<file path="config.mk">
export PLATFORM = sky130hd
export DESIGN_NAME = memory_stage
export DESIGN_NICKNAME = d
export VERILOG_FILES = /design/src/hdl/dbus_pkg.sv /design/src/hdl/rv_pkg.sv /design/src/hdl/dbus_access.sv /design/src/hdl/mem_op_decode.sv /design/src/hdl/mem_result_form.sv /design/src/hdl/memory_stage.sv
export VERILOG_INCLUDE_DIRS = /design/src /design/src/hdl
export SDC_FILE = /design/constraint.sdc
export NUM_CORES = 1
export LEC_CHECK = 0
export ABC_AREA = 1
export BUFFER_PORTS_ARGS = -buffer_cell sky130_fd_sc_hd__clkbuf_2
export CAP_MARGIN = 40
export CELL_PAD_IN_SITES_DETAIL_PLACEMENT = 1
export CELL_PAD_IN_SITES_GLOBAL_PLACEMENT = 1
export CORE_AREA = 3 3 172 107
export DETAILED_ROUTE_END_ITERATION = 10
export DIE_AREA = 0 0 175 110
export PLACE_DENSITY = 0.92
export SLEW_MARGIN = 10
export SYNTH_ARGS = -nofsm -noshare
export SYNTH_HDL_FRONTEND = slang
export SYNTH_SLANG_ARGS = --single-unit
export TNS_END_PERCENT = 20
</file>
<file path="constraint.sdc">
create_clock -name clk -period 1.95 [get_ports clk]
set_clock_uncertainty 0.15 [all_clocks]
set_input_delay 0.2925 -clock clk [delete_from_list [all_inputs] [get_ports clk]]
set_output_delay 0.2925 -clock clk [all_outputs]
set_load 0.01 [all_outputs]
</file>
<file path="src/hdl/stage_defs.svh">
`ifndef STAGE_DEFS_SVH
`define STAGE_DEFS_SVH

// ***********************************************************
// Widths
// ***********************************************************
`define DATA_W    32    // Data and bus word
`define ADDR_W    32    // Byte address
`define REG_IDX_W 5     // Register file index

// ***********************************************************
// Access size codes
// ***********************************************************
`define SIZE_BYTE 2'd0
`define SIZE_HALF 2'd1
`define SIZE_WORD 2'd2

`endif

</file>
<file path="src/hdl/dbus_pkg.sv">
`default_nettype none

`include "stage_defs.svh"

package dbus_pkg;

    typedef struct packed {
        logic                 valid;    // Level, held until data_ok
        logic                 write;
        logic [`ADDR_W-1:0]   addr;
        logic [3:0]           strobe;
        logic [`DATA_W-1:0]   data;
    } dbus_req_t;

    typedef struct packed {
        logic                 data_ok;  // One-cycle pulse
        logic [`DATA_W-1:0]   data;
    } dbus_resp_t;

    // One bus word seen as bytes or as halfwords
    typedef union packed {
        logic [3:0][7:0]   bytes;
        logic [1:0][15:0]  halves;
    } mem_word_u;

    typedef struct packed {
        logic                 active;
        logic                 write;
        logic [`ADDR_W-1:0]   addr;
        logic [3:0]           strobe;
        logic [`DATA_W-1:0]   data;
    } mem_access_t;

endpackage

`default_nettype wire

</file>
<file path="src/hdl/rv_pkg.sv">
`default_nettype none

`include "stage_defs.svh"

package rv_pkg;

    // Memory role of an executed instruction
    typedef enum logic [3:0] {
        MOP_NONE = 4'd0,    // ALU result only
        MOP_LB   = 4'd1,
        MOP_LH   = 4'd2,
        MOP_LW   = 4'd3,
        MOP_LBU  = 4'd4,
        MOP_LHU  = 4'd5,
        MOP_SB   = 4'd6,
        MOP_SH   = 4'd7,
        MOP_SW   = 4'd8
    } mem_op_t;

    typedef struct packed {
        logic                 valid;
        mem_op_t              op;
        logic [`DATA_W-1:0]   inst;
        logic [`ADDR_W-1:0]   inst_pc;
        logic [`DATA_W-1:0]   alu_result;    // Also the access address
        logic [`DATA_W-1:0]   store_data;
    } ex_mem_t;

    typedef struct packed {
        logic                 valid;
        mem_op_t              op;
        logic [`DATA_W-1:0]   inst;
        logic [`ADDR_W-1:0]   inst_pc;
        logic [`DATA_W-1:0]   value;
    } mem_wb_t;

    typedef struct packed {
        logic                   write_enable;
        logic [`REG_IDX_W-1:0]  dest;
        logic [`DATA_W-1:0]     data;
    } reg_writer_t;

    typedef struct packed {
        logic        is_load;
        logic        is_store;
        logic [1:0]  size;
        logic        unsigned_ext;
        logic [1:0]  lane;    // Low address bits
    } load_ctrl_t;

endpackage

`default_nettype wire

</file>
<file path="src/hdl/dbus_access.sv">
`timescale 1ns/1ps
`default_nettype none

module dbus_access
    import dbus_pkg::*;
(
    input  logic        clk,
    input  logic        rst_n,
    input  logic        enable,
    input  mem_access_t access,
    output dbus_req_t   dreq,
    input  dbus_resp_t  dresp,
    output mem_word_u   read_word,
    output logic        waiting
);

    logic      done;
    logic      reply;
    mem_word_u read_q;

    // ***********************************************************
    // Transaction state
    // ***********************************************************
    assign waiting = access.active & ~done;
    assign reply   = waiting & dresp.data_ok;    // Reply for the open request

    always_ff @(posedge clk or negedge rst_n) begin
        if (!rst_n) begin
            done <= 1'b0;
        end else if (reply) begin
            done <= 1'b1;
        end else if (enable) begin
            done <= 1'b0;    // Next instruction may start
        end
    end

    // Read word, held until the next reply
    always_ff @(posedge clk) begin
        if (reply) begin
            read_q <= dresp.data;
        end
    end

    assign read_word = read_q;

    // ***********************************************************
    // Bus request
    // ***********************************************************
    always_comb begin
        dreq.valid  = waiting;
        dreq.write  = access.write;
        dreq.addr   = access.addr;
        dreq.strobe = access.strobe;
        dreq.data   = access.data;
    end

endmodule

`default_nettype wire

</file>
<file path="src/hdl/mem_op_decode.sv">
`timescale 1ns/1ps
`default_nettype none

`include "stage_defs.svh"

module mem_op_decode
    import rv_pkg::*;
    import dbus_pkg::*;
(
    input  ex_mem_t     ex_mem_state,
    output mem_access_t access,
    output load_ctrl_t  load_ctrl
);

    logic               is_load;
    logic               is_store;
    logic [1:0]         size;
    logic               unsigned_ext;
    logic [1:0]         lane;
    logic [3:0]         strobe;
    logic [`DATA_W-1:0] lane_data;

    assign lane = ex_mem_state.alu_result[1:0];

    // ***********************************************************
    // Operation class
    // ***********************************************************
    always_comb begin
        is_load      = 1'b0;
        is_store     = 1'b0;
        size         = `SIZE_WORD;
        unsigned_ext = 1'b0;
        case (ex_mem_state.op)
            MOP_LB:  begin
                is_load = 1'b1;
                size    = `SIZE_BYTE;
            end
            MOP_LH:  begin
                is_load = 1'b1;
                size    = `SIZE_HALF;
            end
            MOP_LW:  is_load = 1'b1;
            MOP_LBU: begin
                is_load      = 1'b1;
                size         = `SIZE_BYTE;
                unsigned_ext = 1'b1;
            end
            MOP_LHU: begin
                is_load      = 1'b1;
                size         = `SIZE_HALF;
                unsigned_ext = 1'b1;
            end
            MOP_SB:  begin
                is_store = 1'b1;
                size     = `SIZE_BYTE;
            end
            MOP_SH:  begin
                is_store = 1'b1;
                size     = `SIZE_HALF;
            end
            MOP_SW:  is_store = 1'b1;
            default: ;    // ALU result
        endcase
        if (!ex_mem_state.valid) begin
            is_load  = 1'b0;
            is_store = 1'b0;
        end
    end

    // Strobe and replicated lanes
    always_comb begin
        case (size)
            `SIZE_BYTE: begin
                strobe    = 4'b0001 << lane;
                lane_data = {4{ex_mem_state.store_data[7:0]}};
            end
            `SIZE_HALF: begin
                strobe    = lane[1] ? 4'b1100 : 4'b0011;
                lane_data = {2{ex_mem_state.store_data[15:0]}};
            end
            default: begin
                strobe    = 4'b1111;
                lane_data = ex_mem_state.store_data;
            end
        endcase
    end

    always_comb begin
        access.active          = is_load | is_store;
        access.write           = is_store;
        access.addr            = ex_mem_state.alu_result;
        access.strobe          = is_store ? strobe : 4'b0000;    // Reads use no strobe
        access.data            = lane_data;

        load_ctrl.is_load      = is_load;
        load_ctrl.is_store     = is_store;
        load_ctrl.size         = size;
        load_ctrl.unsigned_ext = unsigned_ext;
        load_ctrl.lane         = lane;
    end

endmodule

`default_nettype wire

</file>
<file path="src/hdl/mem_result_form.sv">
`timescale 1ns/1ps
`default_nettype none

`include "stage_defs.svh"

module mem_result_form
    import rv_pkg::*;
    import dbus_pkg::*;
(
    input  ex_mem_t     ex_mem_state,
    input  load_ctrl_t  load_ctrl,
    input  mem_word_u   read_word,
    output mem_wb_t     mem_wb_state,
    output reg_writer_t forward
);

    logic [7:0]         byte_sel;
    logic [15:0]        half_sel;
    logic [`DATA_W-1:0] load_value;
    logic [`DATA_W-1:0] value;

    // ***********************************************************
    // Load alignment
    // ***********************************************************
    always_comb begin
        byte_sel = read_word.bytes[load_ctrl.lane];
        half_sel = read_word.halves[load_ctrl.lane[1]];
        case (load_ctrl.size)
            `SIZE_BYTE: begin
                if (load_ctrl.unsigned_ext) begin
                    load_value = {{(`DATA_W-8){1'b0}}, byte_sel};
                end else begin
                    load_value = {{(`DATA_W-8){byte_sel[7]}}, byte_sel};
                end
            end
            `SIZE_HALF: begin
                if (load_ctrl.unsigned_ext) begin
                    load_value = {{(`DATA_W-16){1'b0}}, half_sel};
                end else begin
                    load_value = {{(`DATA_W-16){half_sel[15]}}, half_sel};
                end
            end
            default: load_value = read_word.bytes;    // Full word
        endcase
    end

    assign value = load_ctrl.is_load ? load_value : ex_mem_state.alu_result;

    // ***********************************************************
    // Output records
    // ***********************************************************
    always_comb begin
        mem_wb_state.valid   = ex_mem_state.valid;
        mem_wb_state.op      = ex_mem_state.op;
        mem_wb_state.inst    = ex_mem_state.inst;
        mem_wb_state.inst_pc = ex_mem_state.inst_pc;
        mem_wb_state.value   = value;

        // Stores have no destination register
        forward.write_enable = ex_mem_state.valid & ~load_ctrl.is_store;
        forward.dest         = ex_mem_state.inst[11:7];    // rd
        forward.data         = value;
    end

endmodule

`default_nettype wire

</file>
<file path="src/hdl/memory_stage.sv">
`timescale 1ns/1ps
`default_nettype none

module memory_stage
    import rv_pkg::*;
    import dbus_pkg::*;
(
    input  logic        clk,
    input  logic        rst_n,
    input  logic        enable,        // Pipeline advance

    input  ex_mem_t     ex_mem_state,
    output dbus_req_t   dreq,
    input  dbus_resp_t  dresp,

    output mem_wb_t     mem_wb_state,
    output reg_writer_t forward,
    output logic        ok
);

    mem_access_t access;
    load_ctrl_t  load_ctrl;
    mem_word_u   read_word;
    logic        waiting;

    mem_op_decode u_decode (
        .ex_mem_state (ex_mem_state),
        .access       (access),
        .load_ctrl    (load_ctrl)
    );

    dbus_access u_access (
        .clk       (clk),
        .rst_n     (rst_n),
        .enable    (enable),
        .access    (access),
        .dreq      (dreq),
        .dresp     (dresp),
        .read_word (read_word),
        .waiting   (waiting)
    );

    mem_result_form u_form (
        .ex_mem_state (ex_mem_state),
        .load_ctrl    (load_ctrl),
        .read_word    (read_word),
        .mem_wb_state (mem_wb_state),
        .forward      (forward)
    );

    assign ok = ~waiting;    // Low holds the pipeline

endmodule

`default_nettype wire

</file>
Yosys cells after proc, flatten, opt, wreduce, memory -nomap -nowiden

Index checks and enable logic that the tools add are counted.

Order comparisons: 2
Eq/ne operators: 9
Shift-type cells: 1
Mux-type cells: 20
Bitwise operators: 7
Reduce and logical (&&, ||, !) cells: 7

Operators by type and width:

| kind                | number |
|---|---|
| $pmux 32 s2         | 2 |
| $mux 32             | 3 |
| $mux 16             | 2 |
| $bmux 8 s2          | 1 |
| $eq 4x3->1 const B  | 4 |
| $reduce_or 3->1     | 3 |
| $eq 4x2->1 const B  | 2 |
| $mux 4              | 2 |
| $mux 8              | 1 |
| $pmux 4 s2          | 1 |
| $mux 1              | 7 |
| $reduce_or 5->1     | 1 |
| $eq 4x1->1 const B  | 1 |
| $eq 4x4->1 const B  | 1 |
| $pmux 2 s2          | 1 |
| $shl 1x2->4 const A | 1 |
| $and 1x1->1         | 3 |
| $lt 2x3->1 const B  | 1 |
| $not 1->1           | 3 |
| $eq 2x1->1 const B  | 1 |
| $logic_not 2->1     | 1 |
| $lt 1x2->1 const B  | 1 |
| $reduce_bool 2->1   | 1 |
| $reduce_or 2->1     | 1 |
| $or 1x1->1          | 1 |

Bits in registers: 33
Bits of input ports: 169
Output and inout port bits: 210
Logic and storage cells: 48

Logic depth before layout (Yosys ltp)

Gate-level depths: netlist of the first run.

Word-level depth: 8
Depth in mapped cells: 12
Gate-level depth less buffers: 9

Hierarchy

A second synthesis of the first run with hierarchy kept.

Cell total of the unflattened synthesis: 613
Area total of the unflattened synthesis: 4287.9 um2

By module, submodules not included:

| module          | instances | cells each | area each (um2) | seq. area each (um2) |
|---|---|---|---|---|
| mem_result_form | 1         | 333        | 1864.3          | 0.0 |
| dbus_access     | 1         | 111        | 1547.7          | 985.9 |
| mem_op_decode   | 1         | 168        | 872.1           | 0.0 |
| memory_stage    | 1         | 1          | 3.8             | 0.0 |

Least setup slack after synthesis of the first run

OpenSTA, ideal clock, no wires.

Path kind: input to register
Start: in ex_mem_state[129] (netlist name)
End: reg u_access.read_q (netlist bit u_access.read_word[0]), enable pin
Library setup time: 0.387 ns
Arrival time: 1.572 ns
Required time: 1.413 ns
Slack: -0.158 ns
Stages: 7
Path buffers: 0
Cell sequence: nor2_1 > nand3_1 > o21ai_0 > nand2_1 > nand2_1 > nand3_1 > inv_1

Longest elaborated chain between the ends: 7
Elaborated cells between the ends (all ways): 17
Those cells by class: 8 x eq/ne; 4 x mux; 3 x bitwise; 2 x reduce/logical

RTL lines:

| item                                                         | RTL line            | RTL |
|---|---|---|
| from (decl)                                                  | memory_stage.sv:12  | `input ex_mem_t ex_mem_state,` |
| $eq 4x2->1, or another cell as far along                     | mem_op_decode.sv:33 | `case (ex_mem_state.op)` |
| $reduce_or 5->1 (no line) or $reduce_or 3->1 (tied branches) | -                   |  |
| $mux 1                                                       | mem_op_decode.sv:33 |  |
| $mux 1                                                       | mem_op_decode.sv:64 | `if (!ex_mem_state.valid) begin` |
| $or 1x1->1 *                                                 | mem_op_decode.sv:89 | `access.active = is_load \| is_store;` |
| $and 1x1->1 *                                                | dbus_access.sv:24   | `assign waiting = access.active & ~done;` |
| $and 1x1->1 *                                                | dbus_access.sv:25   | `assign reply = waiting & dresp.data_ok;` |
| net u_access.reply                                           | dbus_access.sv:18   | `logic reply;` |
| to (signal assigned)                                         | dbus_access.sv:40   | `read_q <= dresp.data;` |
| to (decl)                                                    | dbus_access.sv:19   | `mem_word_u read_q;` |

Mark *: on every way through the listed nets, which the timed path passes. The rest lies on a longest branch.
A chain may end at the register's enable or synchronous reset.

==> impl_metrics.toml, run 1 <==
[layout]
fin_util = 0.310
areaGrowthSynthToFinish_pct = 35.7
nFillCells = 2172
multiInputGateArea_um2 = 1830
diodes = 0
nets = 891
drive_above_1_share = 0.556
final-seq-area_um2 = 986

[logic_synthesis]
synthDistinctLibCells = 25
synth-seq-cells = 33
async_reset_ff_frac = 0.0303
syn_nets = 750
yosys_warnings = 0
yosysMostFrequentCell = "buf_4"
yosys-top-cells-count = "152 x buf_4, 146 x nand2_1, 116 x nor2_1"
ys.flop_type = "edfxtp_1"
synth.top_cell.area_share = 0.295
synth.yosys.seq_area_share = 0.255
synth_area_um2 = 3870
synthTopCellsByArea = "buf_4 29%, edfxtp_1 25%, nand2_1 14%"
syn-mean-instance-area_um2 = 6.66
synth_edf_count = 32
synth_top_cell_by_area = "buf_4"
synth_cells = 581

[worst_setup_path]
path_class = "register to output port"
required_ps = 1510
cpMostUsedCell = "nor2_4"
cp_cell_sequence = "inv_2 -> nand3_2 -> nand2_2 -> nor2_4 -> nand3_4 -> buf_6 -> nand2_1 -> nor2_4 -> nor2_2 -> buf_2"
crit_arrival_ps = 1770
cp_max_fo = 8
start_kind = "register"
cpMaxStageDelayCell = "edfxtp_1"
endpoint_kind = "output port"
max_stage_delay_ps = 420

[placed_design]
place.gp.congestion = 0.946
dp_hpwl_mm = 14.4
place_ws_ps = -274
portBuffers = 245

[route]
via_per_inst = 4.38
dr.first_iter.drc_count = 202
firstDrtPassIters = 4
vias = 4191
drc = 0
routed_wl_mm = 17.4
final_antenna_net_count = 0
avgRoutedWirePerCell_um = 18.2

[global_route]
gr-usage-all-layers = 0.172
grt_util_met3 = 0.0873
grt_pass1_wl_mm = 25.0
gr-total-overflow = 0
grt_use_met1 = 0.230
met2_usage = 0.246
grt_pass1_vias = 4242
grt_max_degree = 25
antenna_found_initial = 1
busiest_layer = "met2"

[clock_network]
clockRootBuffer = "clkbuf_16"
clockBufferDepth = 2
cts_made_buffers = 5
clkSinkCount = 33
cts_tree = "built"
h-tree-depth = 2
worstSkewPairLatency_ps = 280
clk_pin_slew_ps = 50

[min_path]
hold_class = "primary input to register"

[floorplan]
dieArea_um2 = 19300
row_count = 37
io_pins = 379
fp.dieW_um = 175
initial_core_util = 0.228
core_area_um2 = 16900
fp.dieH_um = 110

[timing]
finalHoldViolCount = 0
setup_viol = 81
fmax_mhz = 451
slew_headroom = 0.790
slew_violations = 0
period_minus_slack_ps = 2220
worst_pin_slew_ps = 314
rsz0062_at_grt = "yes"
fin_ws_ps = -267
fin_crit_sh = 1.14

[power_and_ir_drop]
power_density_nw_per_um2 = 563
p_leak_nw = 2.71
ir_drop_uv = 282

[run_status]
status = "complete, but fails checks"
violations = "negative setup slack"

[run]
drv_cap = 0
-- final timing paths --
kind / start / end / slack, ps / depth (start not counted)
hold / removal: dresp[12] / u_access.read_word[12]$_DFFE_PP_ / 30 / 1
max in group asynchronous: rst_n / u_access.done$_DFFE_PN0P_ / 1410 / 2
setup reg to reg: u_access.done$_DFFE_PN0P_ / u_access.read_word[29]$_DFFE_PP_ / 600 / 4
setup / recovery: u_access.read_word[23]$_DFFE_PP_ / mem_wb_state[10] / -270 / 10
min in group asynchronous: rst_n / u_access.done$_DFFE_PN0P_ / 160 / 2
hold reg to reg: u_access.done$_DFFE_PN0P_ / u_access.done$_DFFE_PN0P_ / 420 / 2
-- routing by layer --
metal | wire length, um | part of all wire
met4 | 265 | 0.015
met2 | 7100 | 0.41
met5 | 17 | 0.00097
met3 | 2300 | 0.13
met1 | 7750 | 0.44
-- worst max-delay path, delay by kind of cell, from the launching register on --
kind / cells / cell delay (ps)
AND/OR/NAND/NOR: 7 / 670
flip-flops: 1 / 420
buffers and inverters: 3 / 400
-- placed cells by master (no fill, tap or decap), drive strengths merged, types with 2 or more instances in the layout --
cell type	count
o211ai	8
clkbuf	187
edfxtp	32
nand3	37
o21ai	12
inv	31
nand2	152
nand3b	2
a21oi	20
nor2	120
buf	117
-- report_power, final --
group,internal [mW],switching (mW)
registers,0.812,0.0221
clock network,0.638,0.297
logic,0.499,0.685
-- final cells by class --
class / instances / area share
multi-input combinational: 351 / 0.349
timing repair buffer: 299 / 0.348
sequential: 33 / 0.188
tap: 234 / 0.0558
clock buffer: 7 / 0.0272
inverter: 32 / 0.0264
clock inverter: 1 / 0.00572
-- through the flow --
| stage | hold WS [ps] | TNS [ps] | cells | cell area [um2] | power (mW) |
|---|---|---|---|---|---|
| 6_report | 33.8 | -13220 | 957 | 5250 | 2.95 |
| 3_3_place_gp | -80.8 | -14330 | 936 | 4490 | 1.85 |
| 2_1_floorplan | -153 | 0 | 581 | 3870 | 1.62 |
| 3_5_place_dp | -79.1 | -18640 | 936 | 4490 | 1.88 |
| 4_1_cts | 24.7 | -13580 | 955 | 5060 | 2.93 |
| 5_1_grt | 22.5 | -21860 | 957 | 5250 | 3.12 |
-- state kept, by name (all words and copies together), names as in the netlist --
signal	count
u_access.done	1
u_access.read_word	32
-- cells by family (layout without fill, tap and decap cells) --
family                 Yosys count  in the layout  synth area share
AND/OR/NAND/NOR                310            311             0.329
buffers and inverters          198            339             0.359
AO/OA/AOI/OAI                   40             40            0.0579
flip-flops                      33             33             0.255
-- what timing repair did --
action                                 CTS  global route
resized for setup                       80           116
pin swaps                               13            16
endpoints found under the hold margin    1             0
buffers inserted                         7             2
hold buffers                             1             0
setup endpoints to repair               91           115
cloned                                   3             0
(Power assumes the default switching activity.)
==> run 2, diff against run 1 <==
Settings changed: ABC_AREA 1 to not set, CORE_AREA 3 3 172 107 to 3 3 148 150, DIE_AREA 0 0 175 110 to 0 0 151 153, PLACE_DENSITY 0.92 to 0.73.
==> impl_metrics.toml, run 2 <==
[worst_setup_path]
reg2reg_to = "u_access.read_word[24]$_DFFE_PP_"
rrSetupSlack_ps = 550
crit_end = "mem_wb_state[26]"
required_ps = 1510
start_kind = "register"
crit_arrival_ps = 2100
r2r_start = "u_access.done$_DFFE_PN0P_"
worstSetupStartpoint = "u_access.read_word[31]$_DFFE_PP_"
endpoint_kind = "output port"
rr_worst_depth = 3
path_class = "register to output port"
cp_max_fo = 8

[logic_synthesis]
synth_cells = 383
synth-seq-cells = 33
synthTopCellsByArea = "buf_4 33%, edfxtp_1 27%, mux4_2 5.1%"
synth_edf_count = 32
yosys-top-cells-count = "153 x buf_4, 33 x nand2_1, 32 x edfxtp_1"
syn_nets = 552
yosysMostFrequentCell = "buf_4"
yosys_warnings = 0
async_reset_ff_frac = 0.0303
synth_area_um2 = 3510
synth_top_cell_by_area = "buf_4"
synth.top_cell.area_share = 0.327
synth.yosys.seq_area_share = 0.281
ys.flop_type = "edfxtp_1"
synthDistinctLibCells = 45
syn-mean-instance-area_um2 = 9.17

[layout]
diodes = 0
layout_common_cells = "219 x clkbuf_2, 61 x buf_4, 32 x edfxtp_1"
largest_register_ffs = 32
drive_above_1_share = 0.748
areaGrowthSynthToFinish_pct = 48.0
layout_commonest_cell = "clkbuf_2"
nets = 719
final_cells = 826

[global_route]
antenna_found_initial = 0
gr-usage-all-layers = 0.135
grt_pass1_vias = 3682
grt_max_degree = 24
grt_pass1_wl_mm = 23.7
gr-total-overflow = 0

[floorplan]
row_count = 53
core_area_um2 = 20800
initial_core_util = 0.169
io_pins = 379
fp.dieH_um = 153
dieArea_um2 = 23100
fp.dieW_um = 151

[route]
drc = 0
wl_met3_mm = 1.24
routed_wl_mm = 16.4
vias = 3339
met1Wirelength_mm = 6.93
top_layer = "met4"
final_antenna_net_count = 0
dr_wl_met2_mm = 7.96
firstDrtPassIters = 4
via_per_inst = 4.04
dr.first_iter.drc_count = 134
avgRoutedWirePerCell_um = 19.8

[clock_network]
clockRootBuffer = "clkbuf_16"
h-tree-depth = 2
clkSinkCount = 33
cts_tree = "built"
cts_made_buffers = 5
clockBufferDepth = 2
worstSkewPairLatency_ps = 280
clk_pin_slew_ps = 60

[timing]
fin_ws_ps = -589
hold_slack_ps = 36.7
slew_violations = 0
period_minus_slack_ps = 2540
fmax_mhz = 394
rsz0062_at_grt = "yes"
setup_viol = 92
fin_crit_sh = 1.30
finalHoldViolCount = 0
worst_pin_slew_ps = 367
slew_headroom = 0.755

[placed_design]
place.gp.congestion = 0.845
place_ws_ps = -693
dp_hpwl_mm = 13.4
place_inst = 808
portBuffers = 245

[power_and_ir_drop]
pwr-share-comb = 0.413
ir_drop_uv = 288
seqPwrFrac = 0.304
internal-power_mw = 1.81
pwr-share-clk = 0.283
p_leak_nw = 2.46
swShare = 0.333
power_density_nw_per_um2 = 522
switchingPower_mw = 0.904

[min_path]
hold_class = "primary input to register"

[run]
drv_cap = 0

[run_status]
violations = "negative setup slack"
status = "complete, but fails checks"
[run 2: cell count changes in the layout (fill, tap and decap cells not counted), sizes merged, moves of 8 or more]
cell | before | now
nand2 | 152 | 33
nor2 | 120 | 27
clkbuf | 187 | 228
nand3 | 37 | 0
inv | 31 | 13
a221o | 0 | 16
buf | 117 | 105
o21ai | 12 | 2
a222oi | 0 | 8
mux2 | 0 | 8
mux4 | 0 | 8
o211ai | 8 | 0
[run 2: worst min path at each step]
stage	cells past startpoint	start	endpoint
3_5_place_dp	1	rst_n	u_access.done$_DFFE_PN0P_
3_3_place_gp	1	rst_n	u_access.done$_DFFE_PN0P_
6_report	1	dresp[0]	u_access.read_word[0]$_DFFE_PP_
5_1_grt	1	dresp[8]	u_access.read_word[8]$_DFFE_PP_
2_1_floorplan	0	rst_n	u_access.done$_DFFE_PN0P_
4_1_cts	1	dresp[0]	u_access.read_word[0]$_DFFE_PP_
[run 2: area by class of cell]
class                      instances  area, um2
sequential                        33        986
inverter                          13       48.8
tap                              275        344
clock buffer                       6        129
fill                            2461      15600
multi-input combinational        169       1620
timing repair buffer             328       2060
clock inverter                     2       10.0
[run 2: cell families after synthesis]
logic type	share of synthesized area
buffers and inverters	0.365
AO/OA/AOI/OAI	0.173
multiplexers	0.0798
AND/OR/NAND/NOR	0.0965
flip-flops	0.281
XOR/XNOR	0.00499
[run 2: routing by layer]
metal,vias up,GRT usage
li1,1549,-
met1,1613,0.174
met2,157,0.224
met3,20,0.0415
met4,0,0.0285
met5,-,0
[run 2: per-stage QoR]
step	TNS [ps]	area [um2]	power [mW]	utilization
final	-35900	5200	2.72	0.250
after CTS	-39650	5050	2.71	0.243
after global routing	-43000	5200	2.86	0.250
after detailed placement	-41870	4540	1.85	0.218
after floorplan	-14610	3620	1.58	-
after global placement	-43360	4530	1.83	0.217
[run 2: power groups by stage]
stage	Combinational, mW	Clock [mW]	Sequential, mW
after global routing	1.22	0.817	0.829
after detailed placement	1.01	0	0.839
final	1.12	0.768	0.826
after global placement	0.988	0	0.837
after floorplan	0.742	0	0.835
after CTS	1.10	0.788	0.825
[run 2: timing repair]
action                                  4_1_cts  5_1_grt
pin swaps                                    19       13
hold endpoints to repair                      1        0
cloned                                        2        0
setup buffers                                 8        0
hold buffers                                  1        0
resized for setup                            56       55
endpoints found under the setup margin       93       95
[run 2: critical path: stages, from the launching register on]
cell      delay, ps
edfxtp_1        380
mux4_2          530
o21a_4          160
o211a_4         290
a221o_1         310
clkbuf_2        140
==> run 3, diff against run 2 <==
Settings changed: PLACE_DENSITY 0.73 to not set, PLACE_DENSITY_LB_ADDON set to 0.1, SETUP_SLACK_MARGIN set to 0.02.
==> impl_metrics.toml, run 3 (same netlist as run 2, synthesis figures left out) <==
[clock_network]
worstSkewPairLatency_ps = 280
clockBufferDepth = 2
cts_made_buffers = 5
clk_pin_slew_ps = 60
clockRootBuffer = "clkbuf_16"
clkSinkCount = 33
h-tree-depth = 2
cts_tree = "built"

[placed_design]
place_ws_ps = -864
portBuffers = 245
dp_hpwl_mm = 13.2
place_inst = 804
place.gp.congestion = 0.734

[worst_setup_path]
rr_worst_depth = 3
start_kind = "register"
reg2reg_to = "u_access.read_word[17]$_DFFE_PP_"
endpoint_kind = "output port"
rrSetupSlack_ps = 490
r2r_start = "u_access.done$_DFFE_PN0P_"
cp_max_fo = 8
path_class = "register to output port"
required_ps = 1510
crit_arrival_ps = 2110

[min_path]
holdPathEnd = "u_access.read_word[26]$_DFFE_PP_"
min-delay-start = "dresp[26]"
whs_path_depth = 1
hold_class = "primary input to register"

[floorplan]
initial_core_util = 0.169
fp.dieW_um = 151
dieArea_um2 = 23100
core_area_um2 = 20800
io_pins = 379
fp.dieH_um = 153
row_count = 53

[power_and_ir_drop]
switchingPower_mw = 0.864
p_leak_nw = 2.40
pwr-share-clk = 0.285
pwr-share-comb = 0.403
finalPower_mw = 2.64
swShare = 0.327
internal-power_mw = 1.78
power_density_nw_per_um2 = 528
seqPwrFrac = 0.312
ir_drop_uv = 347

[layout]
areaGrowthSynthToFinish_pct = 42.3
final_cells = 817
largest_register_ffs = 32
nets = 710
drive_above_1_share = 0.712
layout_common_cells = "227 x clkbuf_2, 53 x buf_4, 32 x edfxtp_1"
layout_commonest_cell = "clkbuf_2"

[route]
firstDrtPassIters = 4
routed_wl_mm = 15.9
final_antenna_net_count = 0
drc = 0
dr.first_iter.drc_count = 115
via_per_inst = 4.06
vias = 3316
avgRoutedWirePerCell_um = 19.4

[global_route]
busiest_layer = "met2"
grt_use_met1 = 0.155
antenna_found_initial = 2
grt_pass1_wl_mm = 22.7
gr-total-overflow = 0
met2_usage = 0.229
grt_pass1_vias = 3611
gr-usage-all-layers = 0.132
grt_max_degree = 27
grt_util_met3 = 0.0477

[timing]
slew_violations = 0
setup_viol = 91
finalHoldViolCount = 0
fin_crit_sh = 1.31
fin_ws_ps = -604
fmax_mhz = 391
slew_headroom = 0.686
rsz0062_at_grt = "yes"
period_minus_slack_ps = 2550
worst_pin_slew_ps = 470

[run_status]
violations = "negative setup slack"
status = "complete, but fails checks"

[run]
drv_cap = 0
-- run 3: cell types whose count changed in the layout (fill, tap and decap cells not counted), sizes merged --
cell	delta
clkbuf	+7
clkinv	-1
buf	-16
diode	+1
-- run 3: repair_timing --
| item | in CTS | in global routing |
|---|---|---|
| setup endpoints to repair | 92 | 94 |
| hold buffers | 1 | 0 |
| pin swaps | 15 | 10 |
| gates resized for setup | 36 | 43 |
| endpoints found under the hold margin | 1 | 0 |
| setup buffers | 2 | 1 |
| cloned | 1 | 0 |
-- run 3: worst max-delay path by stage --
stage / start / end / slack (ps) / depth (start not counted)
final: u_access.read_word[15]$_DFFE_PP_ / forward[26] / -600 / 5
after detailed placement: ex_mem_state[33] / forward[15] / -860 / 8
after global routing: u_access.read_word[7]$_DFFE_PP_ / forward[26] / -680 / 5
after global placement: ex_mem_state[33] / forward[11] / -970 / 6
after CTS: u_access.read_word[31]$_DFFE_PP_ / forward[26] / -620 / 5
after floorplan: ex_mem_state[33] / mem_wb_state[21] / -350 / 7
-- run 3: power by group through the flow --
| stage | Sequential (mW) | Combinational (mW) | Clock, mW |
|---|---|---|---|
| after global routing | 0.826 | 1.16 | 0.816 |
| after global placement | 0.837 | 0.993 | 0 |
| final | 0.824 | 1.06 | 0.752 |
| after CTS | 0.823 | 1.05 | 0.790 |
| after floorplan | 0.835 | 0.742 | 0 |
| after detailed placement | 0.838 | 0.998 | 0 |
-- run 3: per-layer routing --
metal | vias to the layer above | part of all wire
li1 | 1538 | -
met1 | 1535 | 0.39
met2 | 220 | 0.48
met3 | 19 | 0.11
met4 | 4 | 0.010
met5 | - | 0.0015
-- run 3: metrics by stage --
step / setup TNS (ps) / utilization / cell area [um2] / hold slack, ps
6_report: -36760 / 0.240 / 5000 / 36.2
5_1_grt: -44550 / 0.240 / 5000 / 30.8
4_1_cts: -40150 / 0.233 / 4860 / 29.2
3_5_place_dp: -40730 / 0.217 / 4520 / -76.8
3_3_place_gp: -44400 / 0.216 / 4500 / -80.8
2_1_floorplan: -14610 / - / 3620 / -153
-- run 3: final cells by class --
class / instances / area [um2]
Antenna cell: 1 / 2.50
Clock buffer: 6 / 129
Clock inverter: 1 / 3.75
Fill cell: 2521 / 15800
Inverter: 13 / 48.8
Multi-Input combinational cell: 169 / 1530
Sequential cell: 33 / 986
Tap cell: 275 / 344
Timing Repair Buffer: 319 / 1950
-- run 3: worst max-delay path: stages (launching register included) --
cell and delay, ps:
edfxtp_1 390, mux4_2 520, o21a_4 160, o211a_4 290, a221o_1 320, clkbuf_2 150
